File: config.mk
export PLATFORM = sky130hd
export DESIGN_NAME = load_issue_top
export DESIGN_NICKNAME = d
export VERILOG_FILES = /design/src/source/isa_pkg.sv /design/src/source/uarch_pkg.sv /design/src/source/operand_station.sv /design/src/source/addr_gen.sv /design/src/source/store_queue.sv /design/src/source/load_station.sv /design/src/source/load_issue_top.sv
export VERILOG_INCLUDE_DIRS = /design/src /design/src/source
export SDC_FILE = /design/constraint.sdc
export NUM_CORES = 1
export LEC_CHECK = 0
export BUFFER_PORTS_ARGS = -buffer_cell sky130_fd_sc_hd__buf_2
export CAP_MARGIN = 20
export CORE_ASPECT_RATIO = 1.25
export CORE_MARGIN = 2
export CORE_UTILIZATION = 62
export CTS_CLUSTER_SIZE = 40
export DETAILED_ROUTE_END_ITERATION = 8
export PLACE_DENSITY = 0.87
export SLEW_MARGIN = 20
export SYNTH_ARGS = -nofsm -noshare
export SYNTH_HDL_FRONTEND = slang
export SYNTH_SLANG_ARGS = --single-unit
File: constraint.sdc
create_clock -name clk -period 10.04 [get_ports clk]
set_input_delay 0.502 -clock clk [delete_from_list [all_inputs] [get_ports clk]]
set_output_delay 0.502 -clock clk [all_outputs]
set_load 0.01 [all_outputs]
File: src/source/lsu_macros.svh
`ifndef LSU_MACROS_SVH
`define LSU_MACROS_SVH

// Register and address width
`define LSU_XLEN 32

// ROB tag width, tags wrap modulo 2**LSU_TAG_WIDTH
`define LSU_TAG_WIDTH 4

// Number of CDB broadcast ports
`define LSU_PIPE_WIDTH 2

// Store queue entries
`define LSU_STQ_DEPTH 4

`endif

File: src/source/isa_pkg.sv
`default_nettype none

`include "lsu_macros.svh"

package isa_pkg;

    // One register value
    typedef logic [`LSU_XLEN-1:0] data_t;

    // Byte address in memory
    typedef logic [`LSU_XLEN-1:0] addr_t;

    // I-type offset, sign-extended by the AGU
    typedef logic signed [11:0] imm_t;

    // Access size of a load or store
    typedef enum logic [1:0] {
        MEM_BYTE,
        MEM_HALF,
        MEM_WORD
    } mem_width_t;

endpackage

`default_nettype wire

File: src/source/uarch_pkg.sv
`default_nettype none

`include "lsu_macros.svh"

package uarch_pkg;

    import isa_pkg::*;

    // ROB entry tag
    typedef logic [`LSU_TAG_WIDTH-1:0] tag_t;

    // Source operand, either a value or the tag that will produce it
    typedef struct packed {
        logic  rdy;
        tag_t  tag;
        data_t data;
    } operand_t;

    // Memory instruction as held in the station
    // Once addr_done is set, base.data holds the effective address
    typedef struct packed {
        logic       valid;
        tag_t       dest_tag;
        operand_t   base;
        imm_t       imm;
        mem_width_t width;
        logic       addr_done;
    } mem_instr_t;

    // Result broadcast, used on the CDB and for the AGU return
    typedef struct packed {
        logic  valid;
        tag_t  tag;
        data_t result;
    } wb_pkt_t;

    // One in-flight store
    typedef struct packed {
        logic  valid;
        tag_t  tag;
        logic  addr_known;
        addr_t addr;
    } stq_entry_t;

endpackage

`default_nettype wire

File: src/source/operand_station.sv
`timescale 1ns/1ps
`default_nettype none

`include "lsu_macros.svh"

module operand_station (
    input  wire                        clk,
    input  wire                        rst_n,
    input  wire                        flush,
    input  wire uarch_pkg::mem_instr_t entry,
    input  wire                        we,
    input  wire                        release_entry,
    input  wire uarch_pkg::wb_pkt_t    cdb [`LSU_PIPE_WIDTH],
    output uarch_pkg::mem_instr_t      held,
    output logic                       busy,
    output logic                       operand_rdy
);

    import uarch_pkg::*;

    mem_instr_t next_entry;

    always_comb begin
        // A new write replaces whatever is held
        next_entry = we ? entry : held;

        // Snoop the CDB for the base operand, also on the write cycle
        if (next_entry.valid && !next_entry.base.rdy) begin
            for (int p = 0; p < `LSU_PIPE_WIDTH; p++) begin
                if (cdb[p].valid && (cdb[p].tag == next_entry.base.tag)) begin
                    next_entry.base.rdy  = 1'b1;
                    next_entry.base.data = cdb[p].result;
                end
            end
        end

        // Entry leaves unless it is refilled in the same cycle
        if (release_entry && !we) begin
            next_entry = '0;
        end
    end

    always_ff @(posedge clk or negedge rst_n) begin
        if (!rst_n) begin
            held <= '0;
        end else if (flush) begin
            held <= '0;
        end else begin
            held <= next_entry;
        end
    end

    assign busy        = held.valid;
    assign operand_rdy = held.valid && held.base.rdy;

endmodule

`default_nettype wire

File: src/source/addr_gen.sv
`timescale 1ns/1ps
`default_nettype none

`include "lsu_macros.svh"

module addr_gen (
    input  wire                        clk,
    input  wire                        rst_n,
    input  wire                        flush,
    input  wire                        req,
    input  wire uarch_pkg::mem_instr_t pkt,
    output uarch_pkg::wb_pkt_t         wb
);

    import isa_pkg::*;
    import uarch_pkg::*;

    localparam int IMM_W = $bits(imm_t);

    logic  valid_q;
    tag_t  tag_q;
    data_t sum_q;
    data_t imm_ext;

    // Sign-extend the offset to full width
    assign imm_ext = {{(`LSU_XLEN - IMM_W){pkt.imm[IMM_W-1]}}, pkt.imm};

    // One-cycle valid per request, dropped on flush
    always_ff @(posedge clk or negedge rst_n) begin
        if (!rst_n) begin
            valid_q <= 1'b0;
        end else begin
            valid_q <= req && !flush;
        end
    end

    always_ff @(posedge clk) begin
        if (req) begin
            tag_q <= pkt.dest_tag;
            sum_q <= pkt.base.data + imm_ext;
        end
    end

    always_comb begin
        wb.valid  = valid_q;
        wb.tag    = tag_q;
        wb.result = sum_q;
    end

endmodule

`default_nettype wire

File: src/source/store_queue.sv
`timescale 1ns/1ps
`default_nettype none

`include "lsu_macros.svh"

module store_queue (
    input  wire                   clk,
    input  wire                   rst_n,
    input  wire                   flush,
    input  wire                   st_we,
    input  wire uarch_pkg::tag_t  st_tag,
    input  wire                   st_addr_we,
    input  wire uarch_pkg::tag_t  st_addr_tag,
    input  wire isa_pkg::addr_t   st_addr,
    input  wire                   st_retire,
    output logic                  st_write_rdy,
    output uarch_pkg::stq_entry_t entries [`LSU_STQ_DEPTH]
);

    localparam int DEPTH = `LSU_STQ_DEPTH;
    localparam int PTR_W = (DEPTH > 1) ? $clog2(DEPTH) : 1;
    localparam int CNT_W = $clog2(DEPTH + 1);

    typedef logic [PTR_W-1:0] ptr_t;
    typedef logic [CNT_W-1:0] cnt_t;

    ptr_t head;
    ptr_t tail;
    cnt_t count;
    logic push;
    logic pop;

    // Wrap at DEPTH, which need not be a power of two
    function automatic ptr_t ptr_inc(input ptr_t p);
        return (p == ptr_t'(DEPTH - 1)) ? '0 : p + 1'b1;
    endfunction

    assign st_write_rdy = (count != cnt_t'(DEPTH));
    assign push         = st_we && st_write_rdy;
    assign pop          = st_retire && (count != '0);

    always_ff @(posedge clk or negedge rst_n) begin
        if (!rst_n) begin
            head  <= '0;
            tail  <= '0;
            count <= '0;
            for (int i = 0; i < DEPTH; i++) begin
                entries[i] <= '0;
            end
        end else if (flush) begin
            head  <= '0;
            tail  <= '0;
            count <= '0;
            for (int i = 0; i < DEPTH; i++) begin
                entries[i].valid <= 1'b0;
            end
        end else begin
            // Address resolve by tag match
            if (st_addr_we) begin
                for (int i = 0; i < DEPTH; i++) begin
                    if (entries[i].valid && (entries[i].tag == st_addr_tag)) begin
                        entries[i].addr_known <= 1'b1;
                        entries[i].addr       <= st_addr;
                    end
                end
            end

            if (push) begin
                entries[tail].valid      <= 1'b1;
                entries[tail].tag        <= st_tag;
                entries[tail].addr_known <= 1'b0;
                tail                     <= ptr_inc(tail);
            end

            // Oldest store leaves at retire
            if (pop) begin
                entries[head].valid <= 1'b0;
                head                <= ptr_inc(head);
            end

            count <= count + cnt_t'(push) - cnt_t'(pop);
        end
    end

endmodule

`default_nettype wire

File: src/source/load_station.sv
`timescale 1ns/1ps
`default_nettype none

`include "lsu_macros.svh"

module load_station (
    input  wire                        clk,
    input  wire                        rst_n,
    input  wire                        flush,
    input  wire uarch_pkg::mem_instr_t ld_entry,
    input  wire                        ld_we,
    output logic                       ld_write_rdy,
    input  wire uarch_pkg::wb_pkt_t    cdb [`LSU_PIPE_WIDTH],
    output logic                       mem_req,
    output uarch_pkg::mem_instr_t      mem_pkt,
    input  wire                        mem_grant,
    input  wire uarch_pkg::stq_entry_t stq_entries [`LSU_STQ_DEPTH],
    input  wire uarch_pkg::tag_t       rob_head
);

    import uarch_pkg::*;

    typedef enum logic [1:0] {
        IDLE,
        WAIT_OPERAND,
        WAIT_ADDR,
        READY
    } state_t;

    state_t     state;
    state_t     next_state;

    mem_instr_t held;
    mem_instr_t station_entry;
    mem_instr_t agu_entry;
    wb_pkt_t    agu_wb;

    logic       station_we;
    logic       station_busy;
    logic       operand_rdy;
    logic       dispatch;
    logic       agu_req;
    logic       agu_we;
    logic       issue;
    logic       alias_hit;
    tag_t       load_age;

    operand_station operand_station_inst (
        .clk           (clk),
        .rst_n         (rst_n),
        .flush         (flush),
        .entry         (station_entry),
        .we            (station_we),
        .release_entry (issue),
        .cdb           (cdb),
        .held          (held),
        .busy          (station_busy),
        .operand_rdy   (operand_rdy)
    );

    addr_gen addr_gen_inst (
        .clk   (clk),
        .rst_n (rst_n),
        .flush (flush),
        .req   (agu_req),
        .pkt   (held),
        .wb    (agu_wb)
    );

    assign issue        = mem_req && mem_grant;
    assign ld_write_rdy = !station_busy || issue;
    assign dispatch     = ld_we && ld_write_rdy;

    // AGU result belongs to the held load
    assign agu_we = (state == WAIT_ADDR) && agu_wb.valid && (agu_wb.tag == held.dest_tag);

    always_comb begin
        agu_entry           = held;
        agu_entry.base.data = agu_wb.result;
        agu_entry.addr_done = 1'b1;
    end

    // Single write port, dispatch first
    assign station_we    = dispatch || agu_we;
    assign station_entry = dispatch ? ld_entry : agu_entry;

    // Age as distance from the ROB head, wraps with the tag width
    assign load_age = held.dest_tag - rob_head;

    always_comb begin
        alias_hit = 1'b0;
        for (int i = 0; i < `LSU_STQ_DEPTH; i++) begin
            if (stq_entries[i].valid &&
                (tag_t'(stq_entries[i].tag - rob_head) < load_age)) begin
                // Unknown address may alias anything
                if (!stq_entries[i].addr_known ||
                    (stq_entries[i].addr[`LSU_XLEN-1:2] == held.base.data[`LSU_XLEN-1:2])) begin
                    alias_hit = 1'b1;
                end
            end
        end
    end

    always_ff @(posedge clk or negedge rst_n) begin
        if (!rst_n) begin
            state <= IDLE;
        end else if (flush) begin
            state <= IDLE;
        end else begin
            state <= next_state;
        end
    end

    always_comb begin
        next_state = state;
        agu_req    = 1'b0;
        case (state)
            IDLE: begin
                if (dispatch) begin
                    next_state = WAIT_OPERAND;
                end
            end
            WAIT_OPERAND: begin
                if (operand_rdy) begin
                    agu_req    = 1'b1;
                    next_state = WAIT_ADDR;
                end
            end
            WAIT_ADDR: begin
                if (agu_we) begin
                    next_state = READY;
                end
            end
            READY: begin
                if (issue) begin
                    next_state = dispatch ? WAIT_OPERAND : IDLE;
                end
            end
            default: begin
                next_state = IDLE;
            end
        endcase
    end

    assign mem_req = (state == READY) && !alias_hit;
    assign mem_pkt = held;

endmodule

`default_nettype wire

File: src/source/load_issue_top.sv
`timescale 1ns/1ps
`default_nettype none

`include "lsu_macros.svh"

module load_issue_top (
    input  wire                        clk,
    input  wire                        rst_n,
    input  wire                        flush,
    input  wire uarch_pkg::mem_instr_t ld_entry,
    input  wire                        ld_we,
    output logic                       ld_write_rdy,
    input  wire                        st_we,
    input  wire uarch_pkg::tag_t       st_tag,
    output logic                       st_write_rdy,
    input  wire                        st_addr_we,
    input  wire uarch_pkg::tag_t       st_addr_tag,
    input  wire isa_pkg::addr_t        st_addr,
    input  wire                        st_retire,
    input  wire uarch_pkg::wb_pkt_t    cdb [`LSU_PIPE_WIDTH],
    output logic                       mem_req,
    output uarch_pkg::mem_instr_t      mem_pkt,
    input  wire                        mem_grant,
    input  wire uarch_pkg::tag_t       rob_head
);

    import uarch_pkg::*;

    stq_entry_t stq_entries [`LSU_STQ_DEPTH];

    load_station load_station_inst (
        .clk          (clk),
        .rst_n        (rst_n),
        .flush        (flush),
        .ld_entry     (ld_entry),
        .ld_we        (ld_we),
        .ld_write_rdy (ld_write_rdy),
        .cdb          (cdb),
        .mem_req      (mem_req),
        .mem_pkt      (mem_pkt),
        .mem_grant    (mem_grant),
        .stq_entries  (stq_entries),
        .rob_head     (rob_head)
    );

    store_queue store_queue_inst (
        .clk          (clk),
        .rst_n        (rst_n),
        .flush        (flush),
        .st_we        (st_we),
        .st_tag       (st_tag),
        .st_addr_we   (st_addr_we),
        .st_addr_tag  (st_addr_tag),
        .st_addr      (st_addr),
        .st_retire    (st_retire),
        .st_write_rdy (st_write_rdy),
        .entries      (stq_entries)
    );

endmodule

`default_nettype wire

==> flow_metrics.py, run 1 <==
metrics = {
    "timing": {
        "fin_setup_tns_ps": 0,
        "skew_ps": 8.47,
        "hold_ws_ps": 192,
        "finalHoldViolCount": 0,
        "rsz0062_at_grt": "no",
        "min_period_ps": 5220,
        "min_period_over_period": 0.520,
        "timing.final.max_slew_violations": 0,
        "setup_viol": 0,
        "worst_slew_margin_rel": 0.273,
        "fmax_mhz": 191,
        "tightest_slew_ps": 1090,
        "setup_slack_ps": 4820,
    },
    "synthesis": {
        "ys.flop_type": "dfrtp_1",
        "yosys.area.top_type": "dfrtp_1",
        "async_flop_share": 0.854,
        "synth.avg_cell_area_um2": 11.2,
        "syn_inst": 1280,
        "synth_top_cell_area_share": 0.367,
        "yosysSeqAreaShare": 0.442,
        "synth.distinct_cells": 69,
        "synth_common_cells": "dfrtp_1 (211), xnor2_1 (143), mux2_2 (139)",
        "synthesis.area_mm2": 0.0144,
        "synth_edf_count": 36,
        "synth.net_count": 1534,
        "synth.most_common_cell": "dfrtp_1",
        "synth_area_leaders": "dfrtp_1 (37%), mux2_2 (11%), xnor2_1 (8.7%)",
        "ys_warn_count": 0,
        "ys_ff_latch": 247,
    },
    "die": {
        "die_w_um": 140,
        "design.die.area_mm2": 0.0245,
        "pin_count": 243,
        "initial_core_util": 0.629,
        "core_area_mm2": 0.0229,
        "num_rows": 62,
        "die_y_um": 174,
    },
    "place": {
        "place_congestion": 0.873,
        "place_hpwl_um": 27600,
        "place_ws_ps": 4740,
        "portBuffers": 240,
        "place_area_mm2": 0.0158,
    },
    "power_and_ir_drop": {
        "switching_share": 0.322,
        "leakage_nw": 8.46,
        "power.density_mw_per_mm2": 191,
        "power_frac_comb": 0.284,
        "p_switching_w": 0.00102,
        "seqPwrFrac": 0.419,
        "p_int_w": 0.00215,
        "ir_worst_vdd_mv": 0.137,
        "clkPwrFrac": 0.296,
    },
    "cts": {
        "cts_setup_buffers": 0,
        "cts.sinks": 247,
        "root_buffer": "clkbuf_16",
        "clkLatencyLatePin_ps": 520,
        "cts_resized": 0,
        "hold_buffers": 1,
        "cts_buffers": 25,
        "cts_tree": "done",
        "cts_buffer_depth": 3,
        "h-tree-depth": 1,
        "clk_transition_reported_paths_ps": 60,
    },
    "flow_run": {
        "cap_violations": 0,
    },
    "worst_hold_path": {
        "hold_path.class": "primary input to flop",
    },
    "finish": {
        "final_area_mm2": 0.0166,
        "final_nets": 1745,
        "finalCoreUtilization": 0.726,
        "drive_above_1_share": 0.289,
        "area_growth_pct": 15.4,
    },
    "drt": {
        "num_vias": 11000,
        "viasPerCell": 6.11,
        "drtIter0Drc": 683,
        "routed_wl_um": 38400,
        "drt_first_pass_iters": 5,
        "ant_nets": 0,
        "drc": 0,
        "wl_per_cell_um": 21.3,
    },
    "global_routing": {
        "grt_pass1_vias": 11500,
        "grtUsageTotal": 0.313,
        "busiest_layer": "met2",
        "met2_usage": 0.560,
        "grt_pass1_wl_um": 60800,
        "grt_max_degree": 78,
        "use_met1": 0.372,
        "antenna_found_initial": 4,
        "overflow": 0,
        "gr-usage-met3": 0.0350,
    },
    "worst_setup_path": {
        "critPathLaunchType": "flop",
        "crit_path_end_kind": "flop",
        "path_max_fanout": 32,
        "arrival_ps": 5590,
        "cp.required_ps": 10400,
        "r2r_setup_slack_ps": 4820,
        "path_class": "flop to flop",
    },
    "status": {
        "outcome": "finished, final reports clean",
    },
}
[through the flow]
stage                     total power (W)  instances
after floorplan                   0.00194       1280
after global placement            0.00217       1751
after detailed placement          0.00222       1751
after CTS                         0.00317       1797
after global routing              0.00332       1800
final                             0.00317       1801
[layer usage]
layer / vias to the layer above / share of wire
li1: 5054 / -
met1: 5453 / 0.38
met2: 391 / 0.51
met3: 113 / 0.049
met4: 0 / 0.055
met5: - / 0
[cells by family (layout without fill, tap and decap cells)]
logic type	after synthesis	after routing	share of synthesized area
other	0	4	0
AO/OA/AOI/OAI	243	243	0.117
adder cells (fa/ha/maj)	74	74	0.0675
XOR/XNOR	179	179	0.109
AND/OR/NAND/NOR	204	204	0.0716
flip-flops	247	247	0.442
multiplexers	211	211	0.159
buffers and inverters	122	351	0.0338
[layout make-up]
cell class                 count  area, µm²
timing repair buffer         253       1310
antenna                        4       10.0
clock inverter                 6       80.1
tap                          288        360
clock buffer                  39        729
inverter                      53        199
fill                        1511       6270
sequential                   247       6360
multi-input combinational    911       7560
[power groups by stage]
stage          registers, W  clock network (W)  logic [W]
2_1_floorplan       0.00128                  0   0.000659
3_3_place_gp        0.00133                  0   0.000841
3_5_place_dp        0.00134                  0   0.000880
4_1_cts             0.00133           0.000945   0.000897
5_1_grt             0.00134           0.000984   0.000990
6_report            0.00133           0.000939   0.000901
[critical path: stages, from the launching register on]
cell	delay (ps)
dfrtp_1	440
inv_1	150
ha_1	170
inv_1	50
fa_1	470
inv_1	110
ha_1	290
a21oi_1	60
maj3_1	350
a31oi_1	140
mux2_2	190
o311ai_4	130
o31ai_2	850
mux2i_1	470
o2111a_1	300
a21bo_2	630
o22ai_1	210
[cells in the final DEF (no fill, tap or decap), drive strengths merged, types with 6 or more instances in the layout]
master / Yosys / layout
a211oi: 11 / 11
a21o: 20 / 20
a21oi: 42 / 42
a22o: 21 / 21
buf: 29 / 251
clkbuf: 40 / 40
dfrtp: 211 / 211
edfxtp: 36 / 36
fa: 7 / 7
ha: 64 / 64
inv: 53 / 53
mux2: 139 / 139
mux2i: 72 / 72
nand2: 54 / 54
nand2b: 8 / 8
nand3: 8 / 8
nand4: 32 / 32
nor2: 41 / 41
nor2b: 11 / 11
nor3: 16 / 16
nor4: 9 / 9
o21ai: 50 / 50
o21bai: 6 / 6
o22ai: 33 / 33
or3: 9 / 9
xnor2: 143 / 143
xor2: 36 / 36
[worst paths after layout]
path,from,to,depth (start not counted)
worst max-delay path,load_station_inst.operand_station_inst.held[52],load_station_inst.operand_station_inst.held[39],16
worst min-delay path,ld_entry[12],load_station_inst.operand_station_inst.held[12],2
worst max register to register,load_station_inst.operand_station_inst.held[52],load_station_inst.operand_station_inst.held[39],16
worst min register to register,load_station_inst.operand_station_inst.held[1],load_station_inst.operand_station_inst.held[1],1
max in group asynchronous,rst_n,asynchronous set/reset pin,4
min in group asynchronous,rst_n,load_station_inst.operand_station_inst.held[2],2
No activity file was read; power rests on OpenSTA's default activity.
==> inputs of run 2 (changes only) <==
--- a/config.mk
+++ b/config.mk
@@ -10,10 +10,10 @@
 export CAP_MARGIN = 20
 export CORE_ASPECT_RATIO = 1.25
 export CORE_MARGIN = 2
-export CORE_UTILIZATION = 62
+export CORE_UTILIZATION = 57
 export CTS_CLUSTER_SIZE = 40
 export DETAILED_ROUTE_END_ITERATION = 8
-export PLACE_DENSITY = 0.87
+export PLACE_DENSITY = 0.81
 export SLEW_MARGIN = 20
 export SYNTH_ARGS = -nofsm -noshare
 export SYNTH_HDL_FRONTEND = slang
==> constraint.sdc (replaced) <==
create_clock -name clk -period 5.33 [get_ports clk]
set_input_delay 0.2665 -clock clk [delete_from_list [all_inputs] [get_ports clk]]
set_output_delay 0.2665 -clock clk [all_outputs]
set_load 0.01 [all_outputs]
==> run 2 against run 1 <==
  * Largest power group unchanged
  * Sequential share of layout area shrank 0.94 points
  * Cell area is 2.5% higher
  * Critical path depth increased by 3
  * Utilization down 4.6 points
  * Critical path type unchanged
  * Final cell count up 4.4%
  * Highest routed layer unchanged
==> flow_metrics.py, run 2 (synthesis results as in run 1) <==
metrics = {
    "status": {
        "outcome": "finished, final reports clean",
    },
    "place": {
        "portBuffers": 240,
        "place_congestion": 0.912,
        "post-place-cells": 1801,
        "place_hpwl_um": 27600,
    },
    "die": {
        "design.die.area_mm2": 0.0265,
        "pin_count": 243,
        "die_y_um": 182,
        "num_rows": 65,
        "die_w_um": 146,
        "initial_core_util": 0.574,
        "core_area_mm2": 0.0250,
    },
    "global_routing": {
        "grt_pass1_vias": 11200,
        "grt_pass1_wl_um": 59900,
        "overflow": 0,
        "antenna_found_initial": 3,
        "grt_max_degree": 106,
        "grtUsageTotal": 0.284,
    },
    "timing": {
        "min_period_ps": 5190,
        "worst_slew_margin_rel": 0.387,
        "min_period_over_period": 0.975,
        "fmax_mhz": 192,
        "hold_ws_ps": 11.4,
        "tightest_slew_ps": 894,
        "finalHoldViolCount": 0,
        "timing.final.max_slew_violations": 0,
        "setup_viol": 0,
        "skew_ps": 30.2,
    },
    "worst_setup_path": {
        "cp.required_ps": 5720,
        "path_class": "flop to flop",
        "critPathLaunchType": "flop",
        "path_max_fanout": 10,
        "crit_path_end_kind": "flop",
        "arrival_ps": 5590,
    },
    "finish": {
        "register_area_mm2": 0.00636,
        "final_nets": 1777,
        "area_growth_pct": 18.4,
        "finalCoreUtilization": 0.680,
        "drive_above_1_share": 0.292,
        "stdcell_count": 1881,
        "multiInputGateArea_mm2": 0.00760,
        "fill_cells": 1928,
        "layout_commonest_cell": "buf_2",
        "final_cell_mix": "buf_2 (239), dfrtp_1 (211), xnor2_1 (143)",
    },
    "cts": {
        "clk_transition_reported_paths_ps": 60,
        "h-tree-depth": 1,
        "cts.sinks": 247,
        "cts_buffers": 25,
        "cts_tree": "done",
        "cts_buffer_depth": 3,
        "clkLatencyLatePin_ps": 550,
        "root_buffer": "clkbuf_16",
    },
    "drt": {
        "viasPerCell": 5.90,
        "drtIter0Drc": 695,
        "num_vias": 11100,
        "routed_wl_um": 38800,
        "ant_nets": 0,
        "drt_first_pass_iters": 8,
        "wl_per_cell_um": 20.7,
        "drc": 0,
    },
    "power_and_ir_drop": {
        "power.density_mw_per_mm2": 351,
        "ir_worst_vdd_mv": 0.290,
        "leakage_nw": 8.61,
    },
    "flow_run": {
        "cap_violations": 0,
    },
    "worst_hold_path": {
        "hold_path.class": "primary input to flop",
    },
}
run 2: power by group:
group	switching [W]	internal, W	leakage, nW	total, W
Clock	0.000750	0.00102	0.412	0.00177
Sequential	0.000307	0.00219	3.18	0.00249
Combinational	0.000872	0.000840	5.02	0.00171
run 2: worst max-delay path, cell delays in order (launching register included):
cell and delay [ps]:
dfrtp_1 410, inv_1 130, ha_1 180, inv_1 50
fa_1 470, inv_1 100, ha_1 290, a21oi_1 60
maj3_1 360, a31oi_1 170, mux2_2 200, o311ai_4 130
o31ai_2 320, mux2i_1 790, o2111ai_4 180, buf_12 190
buf_4 180, mux2i_1 180, dlygate4sd3_1 570, o22ai_1 60
run 2: path summary, 6_finish.rpt:
check | startpoint | endpoint | slack (ps) | cells past startpoint
worst min register to register | load_station_inst.operand_station_inst.held[52] | load_station_inst.addr_gen_inst.tag_q[0] | 510 | 0
min in group asynchronous | rst_n | load_station_inst.operand_station_inst.held[1] | 380 | 2
worst min-delay path | st_addr[3] | flop | 10 | 2
worst max-delay path | load_station_inst.operand_station_inst.held[52] | load_station_inst.operand_station_inst.held[46] | 140 | 19
worst max register to register | load_station_inst.operand_station_inst.held[52] | load_station_inst.operand_station_inst.held[46] | 140 | 19
max in group asynchronous | rst_n | asynchronous set/reset pin | 3650 | 3
run 2: cell type report:
cell class	instances	area share
timing repair buffer	284	0.0947
tap	335	0.0246
multi-input combinational	912	0.446
sequential	247	0.373
clock inverter	5	0.00169
antenna	4	0.000588
inverter	53	0.0117
clock buffer	41	0.0469
run 2: per-layer routing:
layer  part of all wire  track usage  up-vias
met3              0.061       0.0452      106
met5                  0            0        -
met1               0.39        0.338     5468
li1                   -            -     5115
met2               0.51        0.512      409
met4              0.044        0.120        0
run 2: stage by stage:
step / power [W] / area [µm²] / setup slack, ps / setup TNS (ps)
global placement: 0.00410 / 15900 / 643 / 0
finish: 0.00598 / 17000 / 135 / 0
floorplan: 0.00365 / 14400 / 1430 / 0
global route: 0.00627 / 17000 / -28.0 / -28.0
detailed placement: 0.00418 / 15900 / 452 / 0
CTS: 0.00597 / 16900 / 45.2 / 0
run 2: what timing repair did:
| action | CTS | global route |
|---|---|---|
| setup endpoints to repair | 0 | 1 |
| setup buffers | 0 | 5 |
| hold buffers | 24 | 0 |
| hold endpoints to repair | 127 | 0 |
| resized for setup | 0 | 4 |
